==> config.mk <==
export PLATFORM = sky130hd
export DESIGN_NAME = cache_tag_array
export DESIGN_NICKNAME = d
export VERILOG_FILES = /design/src/hw/cache_pkg.sv /design/src/hw/cache_tag_array.sv
export SDC_FILE = /design/constraint.sdc
export NUM_CORES = 2
export LEC_CHECK = 0
export BUFFER_PORTS_ARGS = -buffer_cell sky130_fd_sc_hd__buf_4
export CAP_MARGIN = 30
export CORE_MARGIN = 1
export CORE_UTILIZATION = 30
export CTS_CLUSTER_DIAMETER = 150
export DETAILED_ROUTE_END_ITERATION = 6
export PLACE_DENSITY = 0.5
export SYNTH_ARGS = -nofsm -noshare
export SYNTH_HDL_FRONTEND = slang
export SYNTH_SLANG_ARGS = --single-unit
==> constraint.sdc <==
create_clock -name clk -period 2.16 [get_ports clk]
set_clock_uncertainty 0.2 [all_clocks]
set_input_delay 0.324 -clock clk [delete_from_list [all_inputs] [get_ports clk]]
set_output_delay 0.324 -clock clk [all_outputs]
set_load 0.02 [all_outputs]
==> src/hw/cache_pkg.sv <==
/*
 * Shared definitions for the 4-way set-associative write-back data cache.
 * Holds the cache geometry, the CPU and memory port structs and the
 * controller state and opcode enums. RTL and testbench refer to these
 * by scoped name.
 */
package cache_pkg;

    // geometry
    localparam int WAYS       = 4;
    localparam int SETS       = 16;
    localparam int LINE_WORDS = 4;
    localparam int OFFSET_W   = 4;  // byte offset within a line
    localparam int INDEX_W    = 4;
    localparam int TAG_W      = 24;
    localparam int WAY_W      = $clog2(WAYS);
    localparam int WSEL_W     = OFFSET_W - 2;  // word offset within a line

    typedef logic [LINE_WORDS-1:0][31:0] line_t;

    typedef struct packed {
        logic             valid;
        logic             dirty;
        logic [TAG_W-1:0] tag;
    } tagv_t;

    typedef enum logic {
        LOAD  = 1'b0,
        STORE = 1'b1
    } op_e;

    typedef struct packed {
        logic        valid;
        op_e         op;
        logic [31:0] addr;
        logic [3:0]  wstrb;
        logic [31:0] wdata;
        logic        cached;
    } cpu_req_t;

    typedef struct packed {
        logic        done;   // one-cycle pulse
        logic [31:0] rdata;
    } cpu_resp_t;

    typedef struct packed {
        logic        rd_req;
        logic        wr_req;
        logic        single;  // word access instead of a whole line
        logic [31:0] addr;
        logic [3:0]  wstrb;
        line_t       wdata;   // word 0 for single writes
    } mem_req_t;

    typedef struct packed {
        logic  rd_rdy;
        logic  wr_rdy;
        logic  ret_valid;
        line_t ret_data;      // word 0 for single reads
        logic  wr_valid;
    } mem_resp_t;

    typedef enum logic [3:0] {
        LOOKUP,
        MISS_DIRTY,
        WRITEBACK,
        MISS_CLEAN,
        REFILL,
        REFILL_DONE,
        UNC_REQ,
        UNC_WAIT,
        UNC_DONE
    } state_e;

endpackage

==> src/hw/cache_tag_array.sv <==
/*
 * Valid, dirty and tag storage for all ways of the cache.
 * Read is combinational and returns every way of the addressed set.
 * A write updates only the enabled way of that set.
 */
module cache_tag_array (
    input  logic                                      clk,
    input  logic                                      rst_n,
    input  logic [cache_pkg::INDEX_W-1:0]             index,
    input  logic [cache_pkg::WAYS-1:0]                we,
    input  cache_pkg::tagv_t                          wdata,
    output cache_pkg::tagv_t [cache_pkg::WAYS-1:0]    rdata
);

    cache_pkg::tagv_t entry [cache_pkg::SETS][cache_pkg::WAYS];

    always_ff @(posedge clk or negedge rst_n) begin
        if (!rst_n) begin
            for (int s = 0; s < cache_pkg::SETS; s++) begin
                for (int w = 0; w < cache_pkg::WAYS; w++) begin
                    entry[s][w] <= '0;  // all lines invalid
                end
            end
        end else begin
            for (int w = 0; w < cache_pkg::WAYS; w++) begin
                if (we[w]) begin
                    entry[index][w] <= wdata;
                end
            end
        end
    end

    always_comb begin
        for (int w = 0; w < cache_pkg::WAYS; w++) begin
            rdata[w] = entry[index][w];
        end
    end

    // refill and store hit never touch more than one way
    assert property (@(posedge clk) disable iff (!rst_n) $onehot0(we));

endmodule

Word-level counts from Yosys, hierarchy flattened
Cells that the tools add are included.
W data, S select, Z words.
{"block": "op_classes", "addsub": 0, "multipliers": 0, "div_mod_pow": 0, "n_lt_le_gt_ge": 2, "n_eq_ne": 0, "shifts": 0, "n_mux": 19, "bitwise_logic": 1, "reduce_logical": 1}
{"operator": "$bwmux W1664", "n": 4}
{"operator": "$mux W1664", "n": 4}
{"operator": "$demux W104 S4", "n": 4}
{"operator": "$bmux W104 S4", "n": 1}
{"operator": "$mux W104", "n": 3}
{"operator": "$mux W78", "n": 1}
{"operator": "$mux W52", "n": 1}
{"operator": "$mux W26", "n": 1}
{"operator": "$ge A5 B5 Y1 const B", "n": 1}
{"operator": "$lt A5 B1 Y1 const B", "n": 1}
{"operator": "$not A4 Y5", "n": 1}
{"operator": "$logic_and A1 B1 Y1", "n": 1}
{"block": "totals", "regBits": 1664, "latchBits": 0, "mem_bits_rw": 0, "romBits": 0, "in_bits": 36, "output_inout_bits": 104, "elab_cells": 215, "mem_count": 0}

Depth between registers and ports, before layout
{"block": "logic_depth", "depth_word": 13, "ltp_mapped": 7, "depth_no_buf": 3}

Worst setup path after synthesis
No wires, ideal clock.
{"block": "synth_path", "kind": "input to output", "from": "in index[0] in the netlist's numbering", "to": "out rdata[100] in the netlist's numbering", "arrival_time_ns": 1.776, "required_time_ns": 1.636, "path_slack_ns": -0.140, "stages": 6, "path_cell_list": "buf_2 > buf_2 > buf_2 > mux4_2 > a22oi_1 > nand2_1"}
{"element": "start, declared", "line_no": "cache_tag_array.sv:9", "text": "input logic [cache_pkg::INDEX_W-1:0] index,"}
{"element": "end, declared", "line_no": "cache_tag_array.sv:12", "text": "output cache_pkg::tagv_t [cache_pkg::WAYS-1:0] rdata"}

==> run metrics <==
max_slew headroom 46.70%; Synth Area in Adders 0%; Seq cells post-synth 1664; P&R area growth vs syn 23.03%; Vias/cell 4.998; Total Wirelength 218600 um; initial cell density of the core 30.18%; Synth warnings 0; Synth area leader dfrtp_1; crit end category primary output; Clock Latency Late Sink 810 ps; Worst-Margin Slew 799.4 ps; Mapped Avg Cell Area 16.29 sq um; WP data arrival 2330 ps; Num CTS Buffers 178; Setup-failing EPs final 104; initial drt markers 2044; biggest regs entry: 1664 flops; MaxCap Viol Count 0; status complete, but fails checks; Hold Vio Cnt, Final 0; CTS clk-pin slew, worst paths 60 ps; most frequent cells in the layout 1664 x dfrtp_1, 1614 x mux2_2, 416 x mux4_2; share of flip-flops with an asynchronous set or reset 100.0%; antenna viol nets, final 0; post-synthesis instance total 4611; crit share post-route 132.0%; sequential-to-total area share from yosys stat 55.43%; max FFs per register 1664; Layout Cells excl Fill 8445; Most used DFF post-synth dfrtp_1; DR vias 42212; worst hold path type in -> async; initial antenna violation count 9; layout cells sized above 1 64.24%; cell area power density 995.0 nW/um^2; register cell area after layout 41640 sq um; Compound-Gate Fraction of Synth Area 2.079%; CP Class reg -> out; Critical Path Fanout Max 2; TritonCTS clock tree built; row cnt 183; Synth top area share 55.43%; Area contributors post-synth dfrtp_1 55%, mux2_2 24%, mux4_2 12%; vias in the first global route 45814; Peak supply drop 0.0009345 V; DP Wirelength 140400 um; H-tree depth 4; GRT Overall Usage 17.68%; Yosys cell types 29; setup tns final -57860 ps; multi-input combinational cell area 32630 sq um; dpl cells 8078; Max Buffers Root-to-Sink 3; Mapped Area 75120 sq um; pin count of the biggest net entering global routing 85; Post-synth EDFFs 0; commonest non-fill, non-tap cell in the layout dfrtp_1; clock sinks 1664; Pre-antenna DRT Iters 5; hold_ws 91.13 ps; Critical Path RT 1640 ps; Fmax achieved 0.3507 GHz; Worst Slack Setup Final -691.3 ps; first-pass GRT wire length 328300 um; main combinational cell family by area after synthesis multiplexers; final net count 5005; Die Width 502.4 um; # port buffers 139; core footprint 248900 sq um; syn nets 4647; Root Buffer clkbuf_16; final-layout fill cell count 23381; Die Height 502.4 um; Placer Congestion 0.7396; Die Area 252400 sq um; mux contribution to synthesized area 37.42%; P_leak 38.54 nW; Post-Synth XOR/XNOR Area 0%; CP startpoint entry[1609]$_DFFE_PN0P_; drc violations 0; worst flop-to-flop path startpoint entry[740]$_DFFE_PN0P_; Top reg by flops entry; fin crit period 2851 ps; CP startpoint kind flop; Synth Area in Simple Gates 1.907%; I/O pins 140; failing checks setup timing; Slew Limit Fails 0; Reg2Reg Depth 2; RSZ-0062 raised after global routing true; WL/cell 25.89 um; GRT overflow 0
[stage by stage]
step / util, % / worst slack (ps) / power (mW) / cell area (sq um)
3_5_place_dp: 33.98 / -662.8 / 60.43 / 84570
3_3_place_gp: 33.98 / -683.4 / 59.81 / 84570
2_1_floorplan: - / -48.61 / 53.84 / 75810
6_report: 37.13 / -691.3 / 91.95 / 92420
4_1_cts: 37.09 / -772.2 / 93.15 / 92310
5_1_grt: 37.13 / -755.7 / 96.49 / 92410
[worst paths after layout]
kind,endpoint,slack [ps]
setup / recovery,rdata[75],-690
hold / removal,entry[1248]$_DFFE_PN0P_,90
setup reg to reg,entry[740]$_DFFE_PN0P_,1080
hold reg to reg,entry[551]$_DFFE_PN0P_,280
max in group asynchronous,entry[214]$_DFFE_PN0P_,540
min in group clk,entry[863]$_DFFE_PN0P_,170
[power breakdown]
group          switching, mW  total [mW]  internal, mW
clock                   13.0        31.0          18.0
sequential              3.43        41.9          38.4
combinational           7.81        19.1          11.3
[per-layer routing]
layer	vias to the layer above	GRT usage [%]	routed length [um]
met5	-	0	23
met4	4	5.443	6074
met3	297	2.926	7939
met2	626	28.78	106000
met1	23320	24.04	98590
li1	17965	-	-
[kinds of logic after synthesis]
kind of cell / count (synthesis)
compound gates: 208
mux: 2080
simple gates: 195
buf+inv: 464
flops: 1664
[cell usage after synthesis, types with 4 or more instances]
library cell and number:
buf_1 37, nand2_1 105, nor2_4 28, a22oi_1 208, mux2_1 50, dfrtp_1 1664, buf_4 79, nand2b_1 4
mux4_2 416, nand2_2 4, nand3_2 10, nand3b_4 6, buf_2 134, clkbuf_1 191, buf_6 23, nor2_2 11
nor2_8 7, mux2_2 1614
[timing repair]
item,4_1_cts,5_1_grt
endpoints found under the hold margin,2900,0
gates resized for setup,317,18
pin swaps,190,18
hold buffers,32,0
setup buffers,8,1
endpoints found under the setup margin,104,104
[worst max-delay path: stages, from the launching register on]
cell     delay (ps)
dfrtp_1         380
mux4_2          490
a22oi_2         240
buf_4           170
nand2_4          70
buf_6           150
[final cells by class]
type	count	area share, %
clock inverter	42	0.5280
tap	3330	4.508
clock buffer	278	5.849
sequential	1664	45.06
multi-input combinational	2483	35.30
antenna	6	0.01625
timing repair buffer	642	8.739
Note: power is estimated with default switching activity, not from simulation.
