==> src/hw/cache_pkg.sv <==
/*
 * Shared definitions for the 4-way set-associative write-back data cache.
 * Holds the cache geometry, the CPU and memory port structs and the
 * controller state and opcode enums. RTL and testbench refer to these
 * by scoped name.
 */
package cache_pkg;

    // geometry
    localparam int WAYS       = 4;
    localparam int SETS       = 16;
    localparam int LINE_WORDS = 4;
    localparam int OFFSET_W   = 4;  // byte offset within a line
    localparam int INDEX_W    = 4;
    localparam int TAG_W      = 24;
    localparam int WAY_W      = $clog2(WAYS);
    localparam int WSEL_W     = OFFSET_W - 2;  // word offset within a line

    typedef logic [LINE_WORDS-1:0][31:0] line_t;

    typedef struct packed {
        logic             valid;
        logic             dirty;
        logic [TAG_W-1:0] tag;
    } tagv_t;

    typedef enum logic {
        LOAD  = 1'b0,
        STORE = 1'b1
    } op_e;

    typedef struct packed {
        logic        valid;
        op_e         op;
        logic [31:0] addr;
        logic [3:0]  wstrb;
        logic [31:0] wdata;
        logic        cached;
    } cpu_req_t;

    typedef struct packed {
        logic        done;   // one-cycle pulse
        logic [31:0] rdata;
    } cpu_resp_t;

    typedef struct packed {
        logic        rd_req;
        logic        wr_req;
        logic        single;  // word access instead of a whole line
        logic [31:0] addr;
        logic [3:0]  wstrb;
        line_t       wdata;   // word 0 for single writes
    } mem_req_t;

    typedef struct packed {
        logic  rd_rdy;
        logic  wr_rdy;
        logic  ret_valid;
        line_t ret_data;      // word 0 for single reads
        logic  wr_valid;
    } mem_resp_t;

    typedef enum logic [3:0] {
        LOOKUP,
        MISS_DIRTY,
        WRITEBACK,
        MISS_CLEAN,
        REFILL,
        REFILL_DONE,
        UNC_REQ,
        UNC_WAIT,
        UNC_DONE
    } state_e;

endpackage

==> src/hw/cache_ctrl.sv <==
/*
 * Cache controller. Registers one CPU request at a time, compares tags
 * of all ways, serves hits in the cycle after sampling and walks the
 * writeback / refill sequence on a miss. Uncached requests bypass the
 * arrays as single-word memory accesses. Memory requests are levels
 * that drop once the matching accept strobe is seen.
 */
module cache_ctrl (
    input  logic                                    clk,
    input  logic                                    rst_n,
    input  cache_pkg::cpu_req_t                     cpu_req,
    output cache_pkg::cpu_resp_t                    cpu_resp,
    output cache_pkg::mem_req_t                     mem_req,
    input  cache_pkg::mem_resp_t                    mem_resp,
    output logic [cache_pkg::INDEX_W-1:0]           tag_index,
    output logic [cache_pkg::WAYS-1:0]              tag_we,
    output cache_pkg::tagv_t                        tag_wdata,
    input  cache_pkg::tagv_t [cache_pkg::WAYS-1:0]  tag_rdata,
    output logic [cache_pkg::INDEX_W-1:0]           data_raddr,
    output logic [cache_pkg::INDEX_W-1:0]           data_waddr,
    output logic [cache_pkg::WAYS-1:0]              data_line_we,
    output logic [cache_pkg::WAYS-1:0]              data_word_we,
    output logic [cache_pkg::WSEL_W-1:0]            data_word_sel,
    output logic [3:0]                              data_wstrb,
    output logic [31:0]                             data_wword,
    output cache_pkg::line_t                        data_wline,
    input  cache_pkg::line_t [cache_pkg::WAYS-1:0]  data_rdata,
    output logic                                    lru_access,
    output logic [cache_pkg::WAYS-1:0]              lru_way,
    input  logic [cache_pkg::WAY_W-1:0]             lru_victim
);

    cache_pkg::state_e             state;
    cache_pkg::state_e             state_next;
    cache_pkg::cpu_req_t           req_q;
    logic                          busy;       // request held in req_q
    logic                          sample;
    logic [cache_pkg::TAG_W-1:0]   req_tag;
    logic [cache_pkg::INDEX_W-1:0] req_index;
    logic [cache_pkg::WSEL_W-1:0]  req_word;
    logic [cache_pkg::WAYS-1:0]    hit;
    logic                          cache_hit;
    logic                          store_wr;
    logic                          refill_wr;
    logic [cache_pkg::WAY_W-1:0]   victim_q;
    logic [cache_pkg::WAYS-1:0]    refill_way;
    logic [31:0]                   hit_word;
    logic [31:0]                   unc_rdata;

    assign req_tag   = req_q.addr[31 -: cache_pkg::TAG_W];
    assign req_index = req_q.addr[cache_pkg::OFFSET_W +: cache_pkg::INDEX_W];
    assign req_word  = req_q.addr[2 +: cache_pkg::WSEL_W];
    assign sample    = (state == cache_pkg::LOOKUP) && !busy && cpu_req.valid;

    always_ff @(posedge clk) begin
        if (sample) begin
            req_q <= cpu_req;
        end
        if (state == cache_pkg::LOOKUP) begin
            victim_q <= lru_victim;  // frozen once we leave lookup
        end
        if (state == cache_pkg::UNC_WAIT && mem_resp.ret_valid) begin
            unc_rdata <= mem_resp.ret_data[0];
        end
    end

    always_ff @(posedge clk or negedge rst_n) begin
        if (!rst_n) begin
            busy  <= 1'b0;
            state <= cache_pkg::LOOKUP;
        end else begin
            state <= state_next;
            if (sample) begin
                busy <= 1'b1;
            end else if (cpu_resp.done) begin
                busy <= 1'b0;
            end
        end
    end

    always_comb begin
        for (int w = 0; w < cache_pkg::WAYS; w++) begin
            hit[w] = tag_rdata[w].valid && (tag_rdata[w].tag == req_tag);
        end
    end

    assign cache_hit = (state == cache_pkg::LOOKUP) && busy && req_q.cached && (|hit);
    assign store_wr  = cache_hit && (req_q.op == cache_pkg::STORE);
    assign refill_wr = (state == cache_pkg::REFILL) && mem_resp.ret_valid;
    assign refill_way = cache_pkg::WAYS'(1) << victim_q;

    always_comb begin
        state_next = state;
        case (state)
            cache_pkg::LOOKUP: begin
                if (busy && !req_q.cached) begin
                    state_next = cache_pkg::UNC_REQ;
                end else if (busy && !(|hit)) begin
                    if (tag_rdata[lru_victim].valid && tag_rdata[lru_victim].dirty) begin
                        state_next = cache_pkg::MISS_DIRTY;
                    end else begin
                        state_next = cache_pkg::MISS_CLEAN;
                    end
                end
            end
            cache_pkg::MISS_DIRTY: if (mem_resp.wr_rdy) state_next = cache_pkg::WRITEBACK;
            cache_pkg::WRITEBACK:  if (mem_resp.wr_valid) state_next = cache_pkg::MISS_CLEAN;
            cache_pkg::MISS_CLEAN: if (mem_resp.rd_rdy) state_next = cache_pkg::REFILL;
            cache_pkg::REFILL:     if (mem_resp.ret_valid) state_next = cache_pkg::REFILL_DONE;
            cache_pkg::REFILL_DONE: state_next = cache_pkg::LOOKUP;  // line re-read here
            cache_pkg::UNC_REQ: begin
                if (req_q.op == cache_pkg::LOAD ? mem_resp.rd_rdy : mem_resp.wr_rdy) begin
                    state_next = cache_pkg::UNC_WAIT;
                end
            end
            cache_pkg::UNC_WAIT: begin
                if (req_q.op == cache_pkg::LOAD ? mem_resp.ret_valid : mem_resp.wr_valid) begin
                    state_next = cache_pkg::UNC_DONE;
                end
            end
            cache_pkg::UNC_DONE: state_next = cache_pkg::LOOKUP;
            default: state_next = cache_pkg::LOOKUP;
        endcase
    end

    // array side
    assign tag_index     = req_index;
    assign data_raddr    = busy ? req_index : cpu_req.addr[cache_pkg::OFFSET_W +: cache_pkg::INDEX_W];
    assign data_waddr    = req_index;
    assign data_line_we  = refill_wr ? refill_way : '0;
    assign data_word_we  = store_wr ? hit : '0;
    assign data_word_sel = req_word;
    assign data_wstrb    = req_q.wstrb;
    assign data_wword    = req_q.wdata;
    assign data_wline    = mem_resp.ret_data;
    assign tag_we        = refill_wr ? refill_way : (store_wr ? hit : '0);
    assign tag_wdata     = '{valid: 1'b1, dirty: !refill_wr, tag: req_tag};  // refill is clean
    assign lru_access    = cache_hit || refill_wr;
    assign lru_way       = refill_wr ? refill_way : hit;

    always_comb begin
        hit_word = '0;
        for (int w = 0; w < cache_pkg::WAYS; w++) begin
            if (hit[w]) begin
                hit_word |= data_rdata[w][req_word];
            end
        end
    end

    assign cpu_resp.done  = cache_hit || (state == cache_pkg::UNC_DONE);
    assign cpu_resp.rdata = (state == cache_pkg::UNC_DONE) ? unc_rdata : hit_word;

    // memory side
    always_comb begin
        mem_req = '0;
        case (state)
            cache_pkg::MISS_DIRTY: begin
                mem_req.wr_req = 1'b1;
                mem_req.addr   = {tag_rdata[victim_q].tag, req_index,
                                  {cache_pkg::OFFSET_W{1'b0}}};
                mem_req.wstrb  = 4'hf;
                mem_req.wdata  = data_rdata[victim_q];
            end
            cache_pkg::MISS_CLEAN: begin
                mem_req.rd_req = 1'b1;
                mem_req.addr   = {req_tag, req_index, {cache_pkg::OFFSET_W{1'b0}}};
            end
            cache_pkg::UNC_REQ: begin
                mem_req.rd_req   = (req_q.op == cache_pkg::LOAD);
                mem_req.wr_req   = (req_q.op == cache_pkg::STORE);
                mem_req.single   = 1'b1;
                mem_req.addr     = {req_q.addr[31:2], 2'b00};
                mem_req.wstrb    = req_q.wstrb;
                mem_req.wdata[0] = req_q.wdata;
            end
            default: ;
        endcase
    end

    // no two valid ways of a set ever carry the same tag
    assert property (@(posedge clk) disable iff (!rst_n) $onehot0(hit));

    // a refill fills one way and never a line that is already present
    assert property (@(posedge clk) disable iff (!rst_n)
                     refill_wr |-> $onehot(data_line_we) && !(|hit));

    assert property (@(posedge clk) disable iff (!rst_n) !(mem_req.rd_req && mem_req.wr_req));

endmodule

==> config.mk <==
export PLATFORM = sky130hd
export DESIGN_NAME = cache_ctrl
export DESIGN_NICKNAME = d
export VERILOG_FILES = /design/src/hw/cache_pkg.sv /design/src/hw/cache_ctrl.sv
export SDC_FILE = /design/constraint.sdc
export NUM_CORES = 1
export LEC_CHECK = 0
export BUFFER_PORTS_ARGS = -buffer_cell sky130_fd_sc_hd__buf_2
export CAP_MARGIN = 20
export CORE_AREA = 2 2 481 483
export DETAILED_ROUTE_END_ITERATION = 6
export DIE_AREA = 0 0 483 485
export PLACE_DENSITY = 0.34
export SYNTH_ARGS = -nofsm -noshare
export SYNTH_HDL_FRONTEND = slang
export SYNTH_SLANG_ARGS = --single-unit
==> constraint.sdc <==
create_clock -name clk -period 5.2 [get_ports clk]
set_input_delay 0.26 -clock clk [delete_from_list [all_inputs] [get_ports clk]]
set_output_delay 0.26 -clock clk [all_outputs]
set_load 0.05 [all_outputs]
* After elaboration in Yosys (flattened, before gate mapping) *
Cells that the tools add are included.

storage, ports and cells
  register bits = 109
  latch bits = 0
  memory bits (writable) = 0
  bits in read-only memories = 0
  bits of input ports = 823
  output and inout port bits = 421
  word-level logic and storage cells = 105
  memories kept = 0

cells by class
  $add $sub $neg = 0
  multiply operators = 0
  div/mod/pow operators = 0
  order comparisons = 3
  equal/unequal tests = 18
  shifts and indexed selects = 1
  muxes and demuxes = 45
  bitwise operators = 4
  reductions and logical operators = 25

operators by type and width
  cell                  count
  $mux W32              9
  $bmux W128 S2         1
  $bmux W32 S2          4
  $mux W128             1
  $bmux W26 S2          2
  $eq A24 B24 Y1        4
  $mux W96              1
  $or A32 B32 Y32       3
  $pmux W32 S3          1
  $pmux W32 S2          1
  $mux W4               13
  $pmux W4 S7           1
  $mux W26              1
  $mux W24              1
  $logic_and A1 B1 Y1   15
  $eq A4 B3 Y1 const B  3
  $ne A2 B2 Y1 const B  5
  $lt A2 B3 Y1 const B  3
  $eq A4 B2 Y1 const B  2
  $pmux W4 S2           1
  $reduce_and A7 Y1     1
  $mux W1               5
  $eq A4 B1 Y1 const B  1
  $eq A4 B4 Y1 const B  1
  11 further kinds      16

* Longest topological paths before layout *
Gate-level depths: netlist of the first run.

  word-level depth = 10
  depth in mapped cells = 8

* Least setup slack after synthesis of the first run *
OpenSTA, ideal clock, no wires.

  path kind = flip-flop to flip-flop
  start = register state[0]
  end = register req_q (netlist bit data_waddr[0]) (enable)
  arrival = 2.785 ns
  path slack = 1.980 ns
  stages on the path, launching flop included = 4
  buffers on the path = 0
  period minus slack after synthesis = 3.220 ns
  cell sequence = dfrtp_1 -> or2_2 -> nor3_1 -> and3b_1

on the way
  word-level cells in the longest chain between the ends = 3

ends and longest elaborated chain
  element                            RTL line          RTL
  start: declaration                 cache_ctrl.sv:33  cache_pkg::state_e state;
  start signal: assignment           cache_ctrl.sv:70  state <= cache_pkg::LOOKUP;
  start signal: assignment           cache_ctrl.sv:72  state <= state_next;
  $logic_not A4 Y1                   cache_ctrl.sv:53  assign sample = (state == cache_pkg::LOOKUP) && !busy && cpu_req.valid;
  $logic_and A1 B1 Y1 (2 in series)  cache_ctrl.sv:53
  named net sample                   cache_ctrl.sv:37  logic sample;
  end signal: assignment             cache_ctrl.sv:57  req_q <= cpu_req;
  end: declaration                   cache_ctrl.sv:35  cache_pkg::cpu_req_t req_q;

The timed path passes the listed nets, and every way through them passes these cells.
A chain may end at the register's enable or synchronous reset.

==> flow_metrics.py, run 1 <==
metrics = {
    "timing": {
        "fin_crit_sh": 0.750,
        "finalHoldViolations": 0,
        "slew_headroom": 0.347,
        "min_period_ns": 3.90,
        "finalSetupTns_ns": 0,
        "setup_violations": 0,
        "fin_skew_ns": 0.0323,
        "rsz0062_at_grt": "no",
        "maxSlewViolCount": 0,
        "timing.fmax_mhz": 256,
        "worst_slew_pin_slew_ns": 0.979,
    },
    "finish": {
        "nFillCells": 26604,
        "regArea_um2": 3190,
        "nets": 3009,
        "multi_input_area_um2": 10400,
        "syn_to_final_growth_pct": 58.1,
        "final_core_util": 0.108,
        "layout-drive-gt1-share": 0.662,
    },
    "critical_path": {
        "crit_required_ns": 4.94,
        "cpMostUsedCell": "nand4_1",
        "rrSetupSlack_ns": 2.28,
        "slowest_delay_ns": 0.61,
        "worstReg2RegEnd": "busy",
        "end_kind": "output pin",
        "path_class": "flip-flop to output pin",
        "startpoint": "tag_wdata[14]",
        "crit_chain": "xnor2_1 -> nand4_1 -> nor3_4 -> buf_12 -> nand3_1 -> nand4_1 -> mux2_2 -> buf_2",
        "critical_path.max_fanout": 17,
        "critical_path.startpoint_type": "flip-flop",
        "arrival_ns": 3.64,
        "reg2reg_depth": 7,
        "slowest_stage": "nor3_4",
        "r2r_start": "tag_wdata[14]",
    },
    "cts": {
        "cts_resized": 0,
        "cts_buffers": 9,
        "clk_latency_ns": 0.48,
        "cts_tree": "yes",
        "cts-root-buf": "clkbuf_16",
        "clk_pin_slew_ns": 0.13,
        "clockBufferDepth": 2,
        "clkSinkCount": 107,
        "cts_post_setup_buffers_inserted": 0,
        "cts_max_level": 3,
    },
    "synthesis": {
        "synth_top_area_share": 0.402,
        "ys_warn_count": 0,
        "synth_cell_type_count": 45,
        "yosysSeqAreaShare": 0.203,
        "synthesis.area_um2": 15700,
        "synth_cells": 1319,
        "synth-edff-count": 102,
        "async_reset_ff_frac": 0.0467,
        "synth.avg_cell_area_um2": 11.9,
        "ys.flop_type": "edfxtp_1",
        "synth_seq_cells": 107,
        "yosysTopAreaCell": "mux4_2",
        "ys_top_cells_by_area": "mux4_2, edfxtp_1, buf_4",
    },
    "worst_hold_path": {
        "hold_start": "mem_resp[2]",
        "whs_endpoint": "unc_rdata[1]",
        "min_path_cells": 1,
        "holdCritPathClass": "input pin to flip-flop",
    },
    "global_routing": {
        "grt_pass1_vias": 18305,
        "grt_overflow": 0,
        "grt_pass1_wl_um": 230000,
        "antenna_found_initial": 165,
        "grt_max_degree": 100,
        "grt_use_total": 0.155,
    },
    "placement": {
        "port_buffers": 1046,
        "gp_congestion": 0.947,
        "dp_hpwl_um": 165000,
    },
    "drt": {
        "first_pass_iters": 5,
        "drc": 0,
        "via_per_inst": 3.38,
        "wl_per_cell_um": 35.5,
        "routed_wl_um": 189000,
        "via_count": 18004,
        "ant_nets": 0,
        "drtIter0Drc": 1439,
    },
    "die": {
        "fp-row-count": 176,
        "die_width_um": 483,
        "core_region_area_um2": 229000,
        "io_pins": 1244,
        "die_area_um2": 234000,
        "chipHeight_um": 485,
        "initial_core_util": 0.0686,
    },
    "power_and_ir_drop": {
        "leakagePower_nw": 9.55,
        "power_density_nw_per_um2": 355,
        "ir_drop_mv": 0.244,
    },
    "run_status": {
        "outcome": "finished clean",
    },
    "job": {
        "drv_cap": 0,
    },
}
critical path, delay by kind of cell (launching register included):
| family | cells | cell delay, ns |
|---|---|---|
| multiplexers | 1 | 0.23 |
| flip-flops | 1 | 0.58 |
| AND/OR/NAND/NOR | 4 | 1.24 |
| XOR/XNOR | 1 | 0.40 |
| buffers and inverters | 2 | 0.60 |
metrics by stage:
step	instance area, um^2	setup slack (ns)	std cells	hold WS, ns	power (mW)
after detailed placement	23200	1.51	5102	0.102	7.95
final	24800	1.30	5333	0.0556	8.81
after CTS	24500	0.900	5216	0.0359	9.08
after floorplan	15700	1.98	1320	-0.0356	5.43
after global placement	23200	1.52	5102	0.105	7.96
after global routing	24700	0.960	5289	0.0161	9.29
final cells by class:
type,count,share of cell area
Multi-Input combinational cell,863,0.419
Timing Repair Buffer,1198,0.275
Tap cell,3026,0.153
Sequential cell,107,0.128
Antenna cell,117,0.0118
Clock buffer,9,0.00907
Clock inverter,6,0.00287
Inverter,7,0.00106
kinds of logic (layout without fill, tap and decap cells):
kind of cell | after synthesis | count (layout) | synth area share
AOI/OAI and AO/OA | 86 | 86 | 0.0433
xor gates and xnor gates | 96 | 96 | 0.0535
buffers and inverters | 350 | 1220 | 0.137
DFF | 107 | 107 | 0.203
muxes | 316 | 316 | 0.427
other | 2 | 120 | 0.000478
and+or+nand+nor | 362 | 362 | 0.135
cell usage after synthesis (all sizes together) (3+ instances only):
cell type / instances
mux4: 280
buf: 279
nand3: 137
edfxtp: 102
and2: 98
xnor2: 96
clkbuf: 64
a22o: 56
nand4: 55
mux2: 36
nand2: 23
o21ai: 13
nor2: 12
inv: 7
nor2b: 6
nor3: 6
nor4: 6
a21oi: 5
dfrtp: 5
nand3b: 4
a211oi: 3
nand2b: 3
state kept, by name (all words and copies together) (netlist names):
| register | cells |
|---|---|
| busy | 1 |
| data_waddr | 4 |
| data_word_sel | 2 |
| data_wstrb | 4 |
| data_wword | 32 |
| req_q | 2 |
| state | 4 |
| tag_wdata | 24 |
| unc_rdata | 32 |
| victim_q | 2 |
layout by cell type (no fill, tap or decap), types with 2 or more instances in the layout:
cell type and n:
a211oi_1 3, a21oi_1 4, a22o_1 56, and2_1 98, buf_12 16, buf_2 1046
buf_4 37, clkbuf_16 9, conb_1 3, dfrtp_1 5, diode_2 117, dlygate4sd3_1 99
edfxtp_1 102, inv_1 6, inv_6 2, mux2_2 36, mux4_2 280, nand2_1 21
nand2_2 2, nand2b_1 3, nand3_1 137, nand3b_1 4, nand4_1 55, nand4b_1 2
nor2_1 11, nor2b_1 6, nor3_1 2, nor3_4 4, nor4_4 5, o21ai_0 13
o31ai_1 2, or2_2 2, or3_1 2, or3b_2 2, xnor2_1 96
worst max-delay path by stage:
stage / to / slack (ns) / depth (start not counted)
final: cpu_resp[2] / 1.30 / 8
after global routing: cpu_resp[26] / 0.96 / 7
after CTS: cpu_resp[26] / 0.90 / 7
after detailed placement: cpu_resp[26] / 1.51 / 7
after global placement: cpu_resp[26] / 1.52 / 7
after floorplan: data_waddr[0] / 1.98 / 3
what timing repair did:
item	in CTS	in global routing
setup endpoints to repair	0	0
hold buffers	99	0
endpoints found under the hold margin	103	0
power by group:
| group | internal (mW) | switching, mW |
|---|---|---|
| combinational | 1.95 | 4.68 |
| sequential | 1.06 | 0.169 |
| clock | 0.383 | 0.574 |
layer usage:
layer | GRT usage | vias up | wire [um]
li1 | - | 6920 | -
met1 | 0.163 | 9197 | 65600
met2 | 0.252 | 1423 | 87000
met3 | 0.0980 | 374 | 28400
met4 | 0.0536 | 90 | 7550
met5 | 0 | - | 611
Power figures use the tool's default switching activity.
==> run 2: changes to the inputs <==
CORE_AREA = 2 2 479 481   (was 2 2 481 483)
DIE_AREA = 0 0 481 483   (was 0 0 483 485)
PLACE_DENSITY = 0.35   (was 0.34)
clock period = 3.7 ns   (was 5.2 ns; I/O delays follow)
==> run 2 against run 1 <==
Effect of this change:
- first-iteration DRC count decreased by 3.7%
- largest cell class unchanged
- highest routed layer unchanged
- critical path depth stayed put
- count of clock-buffer cells in the layout is the same
==> flow_metrics.py, run 2 (synthesis gave the netlist of run 1 again) <==
metrics = {
    "placement": {
        "place_inst": 5099,
        "gp_congestion": 0.933,
        "dp_hpwl_um": 167000,
        "port_buffers": 1046,
    },
    "power_and_ir_drop": {
        "p_sw_mw": 7.55,
        "power.total_mw": 12.3,
        "clock_power_share": 0.100,
        "seq_power_share": 0.139,
        "combPwrFrac": 0.761,
        "power_density_nw_per_um2": 493,
        "swShare": 0.613,
        "ir_drop_mv": 0.459,
        "intPower_mw": 4.77,
        "leakagePower_nw": 9.69,
    },
    "cts": {
        "clk_latency_ns": 0.47,
        "clkSinkCount": 107,
        "cts_max_level": 3,
        "cts_buffers": 9,
        "clockBufferDepth": 2,
        "clk_pin_slew_ns": 0.12,
        "cts-root-buf": "clkbuf_16",
        "cts_tree": "yes",
    },
    "drt": {
        "wl_per_cell_um": 35.1,
        "via_per_inst": 3.38,
        "routed_wl_um": 187000,
        "first_pass_iters": 5,
        "drc": 0,
        "drtIter0Drc": 1386,
        "ant_nets": 0,
        "via_count": 17970,
    },
    "timing": {
        "timing.fmax_mhz": 285,
        "finalHoldViolations": 0,
        "setup_violations": 0,
        "min_period_ns": 3.50,
        "maxSlewViolCount": 0,
        "worst_slew_pin_slew_ns": 1.05,
        "rsz0062_at_grt": "no",
        "fin_crit_sh": 0.947,
        "fin_skew_ns": 0.0245,
        "finalSetupTns_ns": 0,
        "slew_headroom": 0.295,
    },
    "finish": {
        "final_common_cell": "buf_2",
        "nFillCells": 26306,
        "final_cell_count_no_fill": 5312,
        "syn_to_final_growth_pct": 59.2,
        "layout-drive-gt1-share": 0.665,
        "most-common-layout-cells": "buf_2, mux4_2, nand3_1",
        "nets": 3035,
    },
    "critical_path": {
        "arrival_ns": 3.32,
        "worstReg2RegEnd": "busy",
        "critical_path.max_fanout": 10,
        "crit_required_ns": 3.51,
        "path_class": "flip-flop to output pin",
        "end_kind": "output pin",
        "reg2reg_depth": 7,
        "r2r_start": "tag_wdata[11]",
        "rrSetupSlack_ns": 1.04,
        "critical_path.startpoint_type": "flip-flop",
    },
    "global_routing": {
        "grt_overflow": 0,
        "grt_pass1_wl_um": 227000,
        "antenna_found_initial": 158,
        "grt_use_total": 0.154,
        "grt_pass1_vias": 18356,
        "grt_max_degree": 89,
    },
    "die": {
        "initial_core_util": 0.0692,
        "chipHeight_um": 483,
        "fp-row-count": 175,
        "die_width_um": 481,
        "io_pins": 1244,
        "core_region_area_um2": 227000,
        "die_area_um2": 232000,
    },
    "job": {
        "drv_cap": 0,
    },
    "run_status": {
        "outcome": "finished clean",
    },
    "worst_hold_path": {
        "holdCritPathClass": "input pin to async pin",
    },
}
## run 2: worst max path at each step
| stage | from | endpoint | slack [ns] | cells after the start |
|---|---|---|---|---|
| 2_1_floorplan | state[0] | data_waddr[0] | 0.48 | 3 |
| 3_3_place_gp | tag_wdata[9] | cpu_resp[25] | 0.54 | 9 |
| 3_5_place_dp | tag_wdata[9] | cpu_resp[25] | 0.49 | 9 |
| 4_1_cts | tag_wdata[6] | cpu_resp[25] | 0.01 | 9 |
| 5_1_grt | tag_wdata[11] | cpu_resp[27] | 0.03 | 9 |
| 6_report | tag_wdata[11] | lru_access | 0.20 | 8 |
## run 2: area by class of cell
cell class                      instances  area [um^2]  area share
Sequential cell                       107         3190       0.127
Multi-Input combinational cell        863        10400       0.416
Timing Repair Buffer                 1224         7120       0.285
Inverter                                7         26.3     0.00105
Tap cell                             3009         3760       0.151
Clock inverter                          7         61.3     0.00245
Antenna cell                           86          215     0.00861
Clock buffer                            9          225     0.00901
## run 2: timing repair
action                     in CTS  in global routing
buffers inserted                4                  5
gates resized for setup         0                  1
pin swaps                       0                  2
hold buffers                  102                  0
hold endpoints to repair      106                  0
setup endpoints to repair       4                  6
## run 2: through the flow
stage | util | hold WS [ns] | area, um^2 | setup WS, ns
global placement | 0.103 | 0.0148 | 23400 | 0.540
global route | 0.110 | 0.0933 | 24900 | 0.0287
detailed placement | 0.103 | 0.0146 | 23400 | 0.493
floorplan | - | -0.111 | 15700 | 0.480
finish | 0.110 | 0.140 | 25000 | 0.195
CTS | 0.109 | 0.0479 | 24800 | 0.0116
## run 2: metal layers
layer	wire length [um]	track usage
met5	600	0
met4	8980	0.0648
met3	28600	0.0990
met2	82400	0.240
met1	66000	0.164
## run 2: critical path: stages (launching register included)
cell and delay, ns:
edfxtp_1 0.60, xnor2_1 0.33, nand4_1 0.17, nor4_4 0.34
buf_4 0.34, nand2_1 0.25, and4_1 0.25, o21ai_0 0.22
buf_2 0.32
## run 2: power by group through the flow
stage,Sequential [mW],Combinational [mW],Clock (mW)
3_3_place_gp,1.75,9.47,0
3_5_place_dp,1.75,9.45,0
2_1_floorplan,1.56,6.07,0
4_1_cts,1.72,9.59,1.36
5_1_grt,1.73,9.91,1.36
6_report,1.71,9.37,1.23
