===== src/hw/cache_pkg.sv =====
/*
 * Shared definitions for the 4-way set-associative write-back data cache.
 * Holds the cache geometry, the CPU and memory port structs and the
 * controller state and opcode enums. RTL and testbench refer to these
 * by scoped name.
 */
package cache_pkg;

    // geometry
    localparam int WAYS       = 4;
    localparam int SETS       = 16;
    localparam int LINE_WORDS = 4;
    localparam int OFFSET_W   = 4;  // byte offset within a line
    localparam int INDEX_W    = 4;
    localparam int TAG_W      = 24;
    localparam int WAY_W      = $clog2(WAYS);
    localparam int WSEL_W     = OFFSET_W - 2;  // word offset within a line

    typedef logic [LINE_WORDS-1:0][31:0] line_t;

    typedef struct packed {
        logic             valid;
        logic             dirty;
        logic [TAG_W-1:0] tag;
    } tagv_t;

    typedef enum logic {
        LOAD  = 1'b0,
        STORE = 1'b1
    } op_e;

    typedef struct packed {
        logic        valid;
        op_e         op;
        logic [31:0] addr;
        logic [3:0]  wstrb;
        logic [31:0] wdata;
        logic        cached;
    } cpu_req_t;

    typedef struct packed {
        logic        done;   // one-cycle pulse
        logic [31:0] rdata;
    } cpu_resp_t;

    typedef struct packed {
        logic        rd_req;
        logic        wr_req;
        logic        single;  // word access instead of a whole line
        logic [31:0] addr;
        logic [3:0]  wstrb;
        line_t       wdata;   // word 0 for single writes
    } mem_req_t;

    typedef struct packed {
        logic  rd_rdy;
        logic  wr_rdy;
        logic  ret_valid;
        line_t ret_data;      // word 0 for single reads
        logic  wr_valid;
    } mem_resp_t;

    typedef enum logic [3:0] {
        LOOKUP,
        MISS_DIRTY,
        WRITEBACK,
        MISS_CLEAN,
        REFILL,
        REFILL_DONE,
        UNC_REQ,
        UNC_WAIT,
        UNC_DONE
    } state_e;

endpackage


===== src/hw/cache_plru.sv =====
/*
 * Tree pseudo-LRU replacement, three bits per set.
 * bit 0 picks the half (0 ways 0/1, 1 ways 2/3), bit 1 picks within
 * ways 0/1 and bit 2 within ways 2/3. An access points the bits on
 * its path away from the used way; victim follows the bits.
 */
module cache_plru (
    input  logic                            clk,
    input  logic                            rst_n,
    input  logic [cache_pkg::INDEX_W-1:0]   index,
    input  logic                            access,
    input  logic [cache_pkg::WAYS-1:0]      way,
    output logic [cache_pkg::WAY_W-1:0]     victim
);

    logic [2:0]                  tree [cache_pkg::SETS];
    logic [2:0]                  cur;
    logic [cache_pkg::WAY_W-1:0] way_num;

    always_comb begin
        way_num = '0;
        for (int i = 0; i < cache_pkg::WAYS; i++) begin
            if (way[i]) begin
                way_num = cache_pkg::WAY_W'(i);
            end
        end
    end

    always_ff @(posedge clk or negedge rst_n) begin
        if (!rst_n) begin
            for (int s = 0; s < cache_pkg::SETS; s++) begin
                tree[s] <= '0;
            end
        end else if (access) begin
            if (!way_num[1]) begin
                tree[index][0] <= 1'b1;          // next victim in ways 2/3
                tree[index][1] <= ~way_num[0];
            end else begin
                tree[index][0] <= 1'b0;          // next victim in ways 0/1
                tree[index][2] <= ~way_num[0];
            end
        end
    end

    assign cur    = tree[index];
    assign victim = cur[0] ? {1'b1, cur[2]} : {1'b0, cur[1]};

endmodule


===== config.mk =====
export PLATFORM = sky130hd
export DESIGN_NAME = cache_plru
export DESIGN_NICKNAME = d
export VERILOG_FILES = /design/src/hw/cache_pkg.sv /design/src/hw/cache_plru.sv
export SDC_FILE = /design/constraint.sdc
export NUM_CORES = 1
export LEC_CHECK = 0
export BUFFER_PORTS_ARGS = -buffer_cell sky130_fd_sc_hd__buf_2
export CORE_AREA = 8 8 72 74
export CTS_CLUSTER_SIZE = 40
export DETAILED_ROUTE_END_ITERATION = 16
export DIE_AREA = 0 0 80 82
export HOLD_SLACK_MARGIN = 0.1
export PLACE_DENSITY = 0.85
export SYNTH_ARGS = -nofsm -noshare
export SYNTH_HDL_FRONTEND = slang
export SYNTH_SLANG_ARGS = --single-unit

===== constraint.sdc =====
create_clock -name clk -period 2.6 [get_ports clk]
set_input_delay 0.52 -clock clk [delete_from_list [all_inputs] [get_ports clk]]
set_output_delay 0.52 -clock clk [all_outputs]
set_load 0.02 [all_outputs]

Word level (Yosys, flattened, before mapping)
Index checks and enable logic that the tools add are counted.
{"block": "totals", "elab_cells": 40, "inputBits": 11, "out_inout_bits": 2, "reg_bits": 48}
{"block": "classes", "n_lt_le_gt_ge": 2, "n_reduce_logical": 1, "bitwise_logic": 5, "muxes": 16}
{"operator": "48-bit bitwise mux", "n": 2}
{"operator": "48-bit bitwise AND", "n": 1}
{"operator": "48-bit 2-to-1 mux", "n": 1}
{"operator": "48-bit inverter", "n": 1}
{"operator": "48-bit OR", "n": 1}
{"operator": "3-bit demux with 4-bit select", "n": 3}
{"operator": "3-bit binary-select mux with 4-bit select", "n": 1}
{"operator": "3-bit 2-to-1 mux", "n": 3}
{"operator": "2-bit 2-to-1 mux", "n": 4}
{"operator": "5-bit >= comparator, second input constant", "n": 1}
{"operator": "5-bit by 1-bit less-than comparator with 1-bit output, second input constant", "n": 1}
{"operator": "4-bit inverter with 5-bit output", "n": 1}
{"operator": "1-bit 2-to-1 mux", "n": 2}
{"operator": "1-bit logical AND", "n": 1}
{"operator": "1-bit inverter", "n": 1}

Logic depth before layout (Yosys ltp)
Gate-level depths: netlist (run 1).
{"block": "depth", "depth_word": 9, "ltp_mapped": 6, "mapped_depth_nobuf": 4}

Worst setup path before layout (run 1)
Ideal clock, no wire load.
{"block": "synth_path", "path_kind": "input -> output", "startpoint": "in index[0] (netlist name)", "endpoint": "out victim[0] (netlist name)", "n_path_buf": 1, "setup_slack_ps": 201, "required_ps": 2080, "arrival_time_ps": 1879, "stages": 5, "cell_sequence": "buf_6 -> mux4_2 -> a22oi_2 -> nand3_2 -> mux2_4"}
{"block": "synth_between", "elab_chain_len": 5}
{"item": "start, declared", "line_no": "cache_plru.sv:10", "source": "input logic [cache_pkg::INDEX_W-1:0] index,"}
{"item": "4-bit inverter with 5-bit output (not written as such)", "line_no": "cache_plru.sv:45", "source": "assign cur = tree[index];"}
{"item": "3-bit binary-select mux with 4-bit select", "line_no": "cache_plru.sv:45"}
{"item": "3-bit 2-to-1 mux (not written as such) (2 in a row)", "line_no": "cache_plru.sv:45"}
{"item": "2-bit 2-to-1 mux", "line_no": "cache_plru.sv:46", "source": "assign victim = cur[0] ? {1'b1, cur[2]} : {1'b0, cur[1]};"}
{"item": "end, declared", "line_no": "cache_plru.sv:13", "source": "output logic [cache_pkg::WAY_W-1:0] victim"}
No other way between the ends. The select of a mux whose other input is x is not followed.

Final worst setup path (run 1)
Same ends and word-level chain as after synthesis.

==> load_flow_metrics.sql, run 1 <==
INSERT INTO impl_metrics (metric_group, metric, value, unit) VALUES
('yosys', 'synth.lib_cells_used.distinct', '23', ''),
('worst_hold_path', 'worst_hold_path_type', 'in -> async', ''),
('finish', 'finalNetCount', '245', ''),
('status', 'run_status', 'complete, no violations', ''),
('clock_tree', 'numCtsBuffers', '5', ''),
('timing', 'final.period_utilization', '96.3', '%'),
('power_and_ir_drop', 'cell_internal_pwr', '0.00122', 'W'),
('floorplanning', 'placementRows', '24', ''),
('route', 'drtIter0Drc', '270', ''),
('critical_path', 'setup.worst_path.end', 'victim[0]', ''),
('critical_path', 'startpoint_type', 'primary input', ''),
('route', 'drc', '0', ''),
('global_route', 'maximum_number_of_pins_on_one_net_before_global_route_repair', '49', ''),
('clock_tree', 'worst_path_clk_slew', '80', 'ps'),
('clock_tree', 'cts_max_path_buffers', '2', ''),
('critical_path', 'critical_path.startpoint', 'index[0]', ''),
('yosys', 'synth_top_area_share', '50.8', '%'),
('timing', 'rel_slew_slack', '70.5', '%'),
('timing', 'final_hold_viol_count', '0', ''),
('clock_tree', 'h_tree_levels', '2', ''),
('placement', 'portBuffers', '11', ''),
('global_route', 'global_route.overflow_total', '0', ''),
('floorplanning', 'fp.dieArea', '6560', 'um2'),
('finish', 'post_route_cells_drive_above_1_share', '14.5', '%'),
('placement', 'worst_slack_at_placement', '-67.9', 'ps'),
('floorplanning', 'initial_core_util', '57.0', '%'),
('flow_run', 'max-cap-violations', '0', ''),
('floorplanning', 'io_pins', '13', ''),
('global_route', 'groute.usage.overall', '16.8', '%'),
('timing', 'worst_pin_slew', '440', 'ps'),
('timing', 'worst_clock_skew', '0', 'ps'),
('yosys', 'synth_area_leader_cell', 'dfrtp_1', ''),
('timing', 'postLayoutSetupSlackWorst', '96.1', 'ps'),
('yosys', 'ys_ff_latch', '48', ''),
('critical_path', 'worst_r2r_endpoint', 'tree[29]$_DFFE_PN0P_', ''),
('power_and_ir_drop', 'clkPwrFrac', '24.7', '%'),
('power_and_ir_drop', 'power_density', '668', 'nW/um2'),
('yosys', 'synth-edff-count', '0', ''),
('yosys', 'syn-num-nets', '236', ''),
('clock_tree', 'post_cts.repair.setup_buffers', '0', ''),
('yosys', 'synthMostInstantiatedCell', 'dfrtp_1', ''),
('timing', 'setup_total_negative_slack', '0', 'ps'),
('power_and_ir_drop', 'comb_power_share', '19.6', '%'),
('yosys', 'synth_top_cells_by_count', 'dfrtp_1, a21oi_1, nand2_1', ''),
('critical_path', 'regToRegStartpoint', 'tree[29]$_DFFE_PN0P_', ''),
('yosys', 'synthCells', '225', ''),
('critical_path', 'reg2reg_slack', '1910', 'ps'),
('placement', 'dp.cells', '279', ''),
('finish', 'antennaDiodeCount', '0', ''),
('placement', 'gpl.final_weighted_congestion', '0.812', ''),
('finish', 'area_delta_synth_final', '8.05', '%'),
('route', 'drt-total-wl', '4940', 'um'),
('clock_tree', 'cts-hold-fix-buffers', '0', ''),
('clock_tree', 'cts.root.buffer_cell', 'clkbuf_8', ''),
('critical_path', 'reg2regPathDepth', '2', ''),
('timing', 'final_max_slew_viol_count', '0', ''),
('yosys', 'synth_warnings', '0', ''),
('global_route', 'grt_first_pass_wirelength', '8410', 'um'),
('power_and_ir_drop', 'netSwitchingFraction', '28.3', '%'),
('route', '1st_pass_router_iterations', '4', ''),
('route', 'detail-route-antenna-nets', '0', ''),
('yosys', 'postSynth.asyncResetShare', '100', '%'),
('route', 'routed_via_density', '5.85', ''),
('global_route', 'antenna_violations_before_repair', '0', ''),
('clock_tree', 'tritoncts_sinks', '48', ''),
('timing', 'max_freq', '399', 'MHz'),
('yosys', 'synthesis.area_per_instance', '10.5', 'um2'),
('yosys', 'synthTopCellsByArea', 'dfrtp_1, a21oi_1, mux2i_1', ''),
('clock_tree', 'tritoncts', 'done', ''),
('critical_path', 'timing.critical_path.fanout_max', '8', ''),
('timing', 'setup_viol_count_final', '0', '');
==> per-stage QoR <==
| stage | cell area (um2) | power [W] | util [%] | hold slack, ps |
|---|---|---|---|---|
| floorplan | 2360 | 0.00119 | - | 224 |
| global placement | 2460 | 0.00127 | 59.3 | 491 |
| detailed placement | 2460 | 0.00129 | 59.3 | 502 |
| CTS | 2540 | 0.00171 | 61.2 | 196 |
| global route | 2550 | 0.00180 | 61.6 | 203 |
| finish | 2550 | 0.00170 | 61.6 | 180 |
==> logic make-up after synthesis <==
kind of cell	synth area share (%)
multiplexers	19.7
AND/OR/NAND/NOR	12.1
buffers and inverters	6.04
flip-flops	50.8
AO/OA/AOI/OAI	11.3
==> power by group through the flow <==
stage          logic [W]  clock network, W  registers (W)
2_1_floorplan   0.000251                 0       0.000936
3_3_place_gp    0.000315                 0       0.000952
3_5_place_dp    0.000331                 0       0.000961
4_1_cts         0.000333          0.000427       0.000946
5_1_grt         0.000379          0.000462       0.000963
6_report        0.000334          0.000422       0.000948
==> per-layer routing <==
metal | up-vias | part of all wire [%] | GRT usage, %
li1 | 799 | - | -
met1 | 823 | 41 | 20.2
met2 | 44 | 53 | 28.1
met3 | 8 | 4.6 | 3.61
met4 | 0 | 1.4 | 8.55
met5 | - | 0 | 0
==> worst min path at each step <==
stage                      from                   end
after floorplan           rst_n             async pin
after global placement     flop                  flop
after detailed placement   flop                  flop
after CTS                 rst_n             async pin
after global routing      rst_n             async pin
final                     rst_n  tree[13]$_DFFE_PN0P_
==> layout make-up <==
class	instances	area (um2)
Fill cell	316	1590
Sequential cell	48	1200
Multi-Input combinational cell	144	1020
Timing Repair Buffer	15	114
Inverter	20	75.1
Clock buffer	6	72.6
Tap cell	52	65.1
Clock inverter	1	5.00
==> worst max-delay path, cell delays in order <==
cell,delay (ps)
buf_6,130
buf_6,140
mux4_2,510
nand3_1,110
nand3_2,100
mux2_4,310
buf_2,160
==> what timing repair did <==
item                                    CTS  global route
endpoints found under the setup margin    1             1
hold endpoints to repair                  0             0
gates resized for setup                   1             6
==> placed cells by master, fill, tap and decap left out <==
cell      instances
a21oi_1          32
a22oi_1           1
a22oi_2           2
buf_12            1
buf_2             9
buf_4             1
buf_6             3
clkbuf_1          1
clkbuf_4          1
clkbuf_8          5
clkinv_2          1
dfrtp_1          48
inv_1            20
mux2_4            1
mux2i_1          16
mux4_1            4
mux4_2            8
nand2_1          32
nand2b_1          2
nand3_1           6
nand3_2           1
nand3b_1          2
nor2_1           14
nor2b_1           2
nor3_1            3
nor3_2            1
o21ai_0          16
or3b_1            1
No activity file was read; power rests on OpenSTA's default activity.
==> run 2, diff against run 1 <==
Settings changed: CORE_AREA 8 8 72 74 to 8 8 76 78, DIE_AREA 0 0 80 82 to 0 0 84 86, PLACE_DENSITY 0.85 to 0.8.
Clock period 2.6 ns to 2.2 ns, I/O delays scaled along.
==> load_flow_metrics.sql, run 2 (synthesis gave the netlist of run 1 again) <==
INSERT INTO impl_metrics (metric_group, metric, value, unit) VALUES
('status', 'run_status', 'finished with violations', ''),
('status', 'violated_checks', 'negative setup slack', ''),
('floorplanning', 'die_h', '86', 'um'),
('timing', 'worst_clock_skew', '0', 'ps'),
('worst_hold_path', 'worst_hold_path_type', 'in -> async', ''),
('clock_tree', 'cts_max_path_buffers', '2', ''),
('finish', 'finalNetCount', '248', ''),
('timing', 'grt_setup_unrepaired', 'true', ''),
('critical_path', 'cp_peak_stage_delay', '510', 'ps'),
('finish', 'layout.core_utilization', '56.9', '%'),
('critical_path', 'timing_worst_setup_path_type', 'reg -> out', ''),
('finish', 'layout_commonest_cell', 'dfrtp_1', ''),
('route', 'drtIter0Drc', '116', ''),
('floorplanning', 'io_pins', '13', ''),
('finish', 'design_area', '2620', 'um2'),
('route', 'routedWlPerCell', '17.2', 'um'),
('timing', 'final_max_slew_viol_count', '0', ''),
('finish', 'post_route_cells_drive_above_1_share', '15.1', '%'),
('floorplanning', 'floorplan.die.width', '84', 'um'),
('route', 'drt-total-wl', '5020', 'um'),
('placement', 'portBuffers', '11', ''),
('placement', 'placement.cell_area', '2490', 'um2'),
('floorplanning', 'fp.dieArea', '7220', 'um2'),
('power_and_ir_drop', 'ir_drop', '0.323', 'mV'),
('finish', 'area_delta_synth_final', '10.7', '%'),
('route', 'drc', '0', ''),
('critical_path', 'cp_cell_sequence', 'mux4_2 > a22oi_2 > nand3_2 > mux2_4 > buf_6', ''),
('power_and_ir_drop', 'p_leak', '1.34', 'nW'),
('critical_path', 'cp_data_required_time', '1760', 'ps'),
('timing', 'max_freq', '417', 'MHz'),
('clock_tree', 'cts-hold-fix-buffers', '0', ''),
('timing', 'worst_pin_slew', '617', 'ps'),
('placement', 'gpl.final_weighted_congestion', '0.836', ''),
('placement', 'worst_slack_at_placement', '-321', 'ps'),
('floorplanning', 'initial_core_util', '51.4', '%'),
('timing', 'final_hold_viol_count', '0', ''),
('critical_path', 'endpoint_kind', 'output pin', ''),
('timing', 'setup_total_negative_slack', '-196', 'ps'),
('floorplanning', 'placementRows', '25', ''),
('timing', 'final.period_utilization', '109', '%'),
('critical_path', 'reg2regPathDepth', '2', ''),
('timing', 'rel_slew_slack', '58.9', '%'),
('global_route', 'grt_pass1_vias', '1693', ''),
('finish', 'final_cells', '292', ''),
('placement', 'place_hpwl', '3620', 'um'),
('floorplanning', 'core_area', '4600', 'um2'),
('finish', 'layout_common_cells', 'dfrtp_1, nand2_1, a21oi_1, inv_1', ''),
('flow_run', 'max-cap-violations', '0', ''),
('global_route', 'grt_first_pass_wirelength', '8110', 'um'),
('clock_tree', 'tritoncts_sinks', '48', ''),
('clock_tree', 'worst_path_clk_slew', '90', 'ps'),
('critical_path', 'worst_r2r_endpoint', 'tree[26]$_DFFE_PN0P_', ''),
('timing', 'setup_viol_count_final', '1', ''),
('critical_path', 'setup.worst_path.end', 'victim[0]', ''),
('route', 'detail-route-antenna-nets', '0', ''),
('global_route', 'groute.usage.overall', '14.1', '%'),
('finish', 'antennaDiodeCount', '0', ''),
('timing', 'postLayoutSetupSlackWorst', '-196', 'ps'),
('critical_path', 'worst_path_max_delay_cell', 'mux4_2', ''),
('placement', 'dp.cells', '284', ''),
('global_route', 'global_route.overflow_total', '0', ''),
('clock_tree', 'tritoncts', 'done', ''),
('route', 'routed_via_density', '5.91', ''),
('critical_path', 'startpoint_type', 'flop', ''),
('timing', 'timing.final.crit_period', '2400', 'ps'),
('clock_tree', 'latest_clock_arrival_within_the_worst_skew_pair', '300', 'ps'),
('clock_tree', 'postCtsResizedCells', '2', ''),
('route', 'routed-via-count', '1725', ''),
('route', '1st_pass_router_iterations', '4', ''),
('critical_path', 'reg2reg_slack', '1470', 'ps'),
('clock_tree', 'cts.root.buffer_cell', 'clkbuf_8', ''),
('clock_tree', 'post_cts.repair.setup_buffers', '0', ''),
('critical_path', 'arrival', '1960', 'ps'),
('critical_path', 'timing.critical_path.fanout_max', '2', ''),
('clock_tree', 'numCtsBuffers', '5', ''),
('power_and_ir_drop', 'power_density', '824', 'nW/um2'),
('clock_tree', 'h_tree_levels', '2', ''),
('global_route', 'maximum_number_of_pins_on_one_net_before_global_route_repair', '28', ''),
('critical_path', 'regToRegStartpoint', 'tree[26]$_DFFE_PN0P_', ''),
('global_route', 'antenna_violations_before_repair', '0', '');
run 2: changes by cell type in the layout (fill, tap and decap cells not counted):
cell       previous run  this run
a22oi_2               2         1
buf_4                 1         5
clkbuf_4              1         0
buf_12                1         2
a22oi_1               1         2
buf_6                 3         2
mux4_2                8         7
mux4_1                4         5
bufinv_16             0         1
run 2: how the worst min path moves through the flow:
stage,end
after CTS,async pin
after floorplan,async pin
after global routing,async pin
after global placement,async pin
final,tree[46]$_DFFE_PN0P_
after detailed placement,async pin
run 2: routing by layer:
metal  part of all wire, %  vias up  global-route usage [%]
li1                      -      802                       -
met1                    44      856                    16.6
met2                    49       57                    23.4
met3                   5.5       10                    4.08
met4                   2.0        0                    6.12
met5                     0        -                       0
run 2: layout make-up:
type,count,area (um2)
clock buffer,6,72.6
clock inverter,2,35.0
fill,383,1980
inverter,20,75.1
multi-input combinational,144,1020
sequential,48,1200
tap,54,67.6
timing repair buffer,18,145
run 2: report_power, final:
group	total [W]	switching [W]	leakage, nW	internal [W]
combinational	0.000402	0.000206	0.724	0.000196
clock	0.000622	0.000285	0.0552	0.000337
sequential	0.00113	0.0000899	0.561	0.00104
run 2: critical path, delay by kind of cell, from the launching register on:
family                 cells  cell delay (ps)
buffers and inverters      1              130
flip-flops                 1              410
multiplexers               2              820
AND/OR/NAND/NOR            1              110
AO/OA/AOI/OAI              1              180
run 2: metrics by stage:
stage | total power [W] | hold WS, ps
final | 0.00215 | 139
after global routing | 0.00225 | 174
after CTS | 0.00215 | 152
after detailed placement | 0.00154 | 481
after global placement | 0.00151 | 486
after floorplan | 0.00140 | 144
==> run 3, diff against run 2 <==
Settings changed: MAX_ROUTING_LAYER set to met4, SETUP_SLACK_MARGIN set to 0.5.
==> load_flow_metrics.sql, run 3 (synthesis gave the netlist of run 1 again) <==
INSERT INTO impl_metrics (metric_group, metric, value, unit) VALUES
('status', 'run_status', 'finished with violations', ''),
('status', 'violated_checks', 'negative setup slack', ''),
('route', 'routed_via_density', '5.73', ''),
('clock_tree', 'tritoncts', 'done', ''),
('clock_tree', 'numCtsBuffers', '5', ''),
('timing', 'final.period_utilization', '107', '%'),
('timing', 'worst_pin_slew', '752', 'ps'),
('floorplanning', 'placementRows', '25', ''),
('route', 'routedWlPerCell', '16.3', 'um'),
('global_route', 'm2_gr_usage', '23.9', '%'),
('clock_tree', 'cts_max_path_buffers', '2', ''),
('finish', 'layout.core_utilization', '57.0', '%'),
('global_route', 'maximum_number_of_pins_on_one_net_before_global_route_repair', '35', ''),
('placement', 'placement.cell_area', '2480', 'um2'),
('global_route', 'grt.met1_usage', '16.5', '%'),
('global_route', 'grtUsageMet3', '2.94', '%'),
('critical_path', 'timing_worst_setup_path_type', 'reg -> out', ''),
('critical_path', 'cp_data_required_time', '1760', 'ps'),
('timing', 'final_hold_viol_count', '0', ''),
('global_route', 'antenna_violations_before_repair', '0', ''),
('route', 'detail-route-antenna-nets', '0', ''),
('finish', 'design_area', '2620', 'um2'),
('power_and_ir_drop', 'clkPwrFrac', '25.8', '%'),
('timing', 'setup_viol_count_final', '2', ''),
('critical_path', 'timing.critical_path.fanout_max', '2', ''),
('power_and_ir_drop', 'p_leak', '1.34', 'nW'),
('critical_path', 'startpoint_type', 'flop', ''),
('timing', 'timing.final.crit_period', '2360', 'ps'),
('power_and_ir_drop', 'p_sw', '0.000567', 'W'),
('route', 'drtIter0Drc', '73', ''),
('placement', 'gpl.final_weighted_congestion', '0.830', ''),
('finish', 'antennaDiodeCount', '0', ''),
('route', '1st_pass_router_iterations', '4', ''),
('power_and_ir_drop', 'comb_power_share', '20.0', '%'),
('clock_tree', 'cts.root.buffer_cell', 'clkbuf_8', ''),
('global_route', 'groute.usage.overall', '14.3', '%'),
('critical_path', 'arrival', '1920', 'ps'),
('placement', 'place_hpwl', '3430', 'um'),
('floorplanning', 'fp.dieArea', '7220', 'um2'),
('floorplanning', 'core_area', '4600', 'um2'),
('timing', 'final_max_slew_viol_count', '0', ''),
('timing', 'grt_setup_unrepaired', 'true', ''),
('worst_hold_path', 'worst_hold_path_type', 'in -> async', ''),
('power_and_ir_drop', 'seq_power_share', '54.2', '%'),
('finish', 'layout_commonest_cell', 'dfrtp_1', ''),
('route', 'routed-via-count', '1691', ''),
('finish', 'post_route_cells_drive_above_1_share', '17.4', '%'),
('floorplanning', 'floorplan.die.width', '84', 'um'),
('floorplanning', 'io_pins', '13', ''),
('global_route', 'grt_busiest_layer', 'met2', ''),
('finish', 'layout_common_cells', 'dfrtp_1, nand2_1, a21oi_1, inv_1', ''),
('global_route', 'global_route.overflow_total', '0', ''),
('placement', 'dp.cells', '286', ''),
('power_and_ir_drop', 'netSwitchingFraction', '27.4', '%'),
('finish', 'finalNetCount', '251', ''),
('route', 'drc', '0', ''),
('timing', 'worst_clock_skew', '0', 'ps'),
('timing', 'postLayoutSetupSlackWorst', '-161', 'ps'),
('power_and_ir_drop', 'report.power.total', '0.00207', 'W'),
('clock_tree', 'tritoncts_sinks', '48', ''),
('route', 'drt-total-wl', '4820', 'um'),
('placement', 'portBuffers', '11', ''),
('timing', 'max_freq', '424', 'MHz'),
('finish', 'final_cells', '295', ''),
('global_route', 'grt_pass1_vias', '1769', ''),
('timing', 'setup_total_negative_slack', '-264', 'ps'),
('finish', 'area_delta_synth_final', '10.9', '%'),
('floorplanning', 'initial_core_util', '51.4', '%'),
('clock_tree', 'latest_clock_arrival_within_the_worst_skew_pair', '290', 'ps'),
('critical_path', 'endpoint_kind', 'output pin', ''),
('power_and_ir_drop', 'power_density', '790', 'nW/um2'),
('power_and_ir_drop', 'ir_drop', '0.288', 'mV'),
('flow_run', 'max-cap-violations', '0', ''),
('floorplanning', 'die_h', '86', 'um'),
('global_route', 'grt_first_pass_wirelength', '8210', 'um'),
('critical_path', 'regToRegStartpoint', 'tree[23]$_DFFE_PN0P_', ''),
('clock_tree', 'worst_path_clk_slew', '80', 'ps'),
('power_and_ir_drop', 'cell_internal_pwr', '0.00150', 'W'),
('timing', 'rel_slew_slack', '49.9', '%'),
('clock_tree', 'h_tree_levels', '2', '');
[run 3: changes by cell type in the layout (fill, tap and decap cells not counted), sizes merged]
cell      change
buf           +3
clkbuf        +1
bufinv        -1
clkinvlp      +1
clkinv        -1
[run 3: per-stage QoR]
stage | setup slack [ps] | hold slack, ps
after floorplan | 3.52 | 144
after CTS | -180 | 219
after global placement | -345 | 487
after detailed placement | -368 | 495
after global routing | -234 | 248
final | -161 | 197
[run 3: layout make-up]
type / instances / area [um2]
Tap cell: 54 / 67.6
Timing Repair Buffer: 21 / 156
Inverter: 20 / 75.1
Multi-Input combinational cell: 144 / 1020
Sequential cell: 48 / 1200
Clock buffer: 7 / 86.3
Clock inverter: 1 / 7.51
Fill cell: 393 / 1980
[run 3: worst paths after layout]
kind,depth (start not counted),slack [ps],end
setup / recovery,5,-160,victim[0]
hold / removal,1,200,tree[10]$_DFFE_PN0P_
setup reg to reg,2,1480,tree[23]$_DFFE_PN0P_
hold reg to reg,2,510,flop
max in group asynchronous,2,1370,tree[25]$_DFFE_PN0P_
min in group clk,2,510,flop
[run 3: timing repair]
action                     4_1_cts  5_1_grt
buffers inserted                 1        0
pin swaps                        0        0
hold buffers                     0        0
setup endpoints to repair        2        2
gates resized for setup          9        2
[run 3: routing by layer]
| metal | vias up | part of all wire [%] |
|---|---|---|
| met3 | 6 | 3.3 |
| met4 | 0 | 1.5 |
| li1 | 811 | - |
| met5 | - | 0 |
| met1 | 839 | 44 |
| met2 | 35 | 51 |
[run 3: worst max-delay path, cell delays in order, from the launching register on]
cell and delay (ps):
dfrtp_1 400, mux4_2 480, a22oi_2 200, nand3_2 110, mux2_4 310, buf_6 130
[run 3: power by group through the flow]
stage          Combinational [W]  Sequential [W]  Clock (W)
3_3_place_gp            0.000377         0.00113          0
3_5_place_dp            0.000394         0.00114          0
5_1_grt                 0.000464         0.00114   0.000574
2_1_floorplan           0.000298         0.00111          0
6_report                0.000414         0.00112   0.000533
4_1_cts                 0.000415         0.00112   0.000549
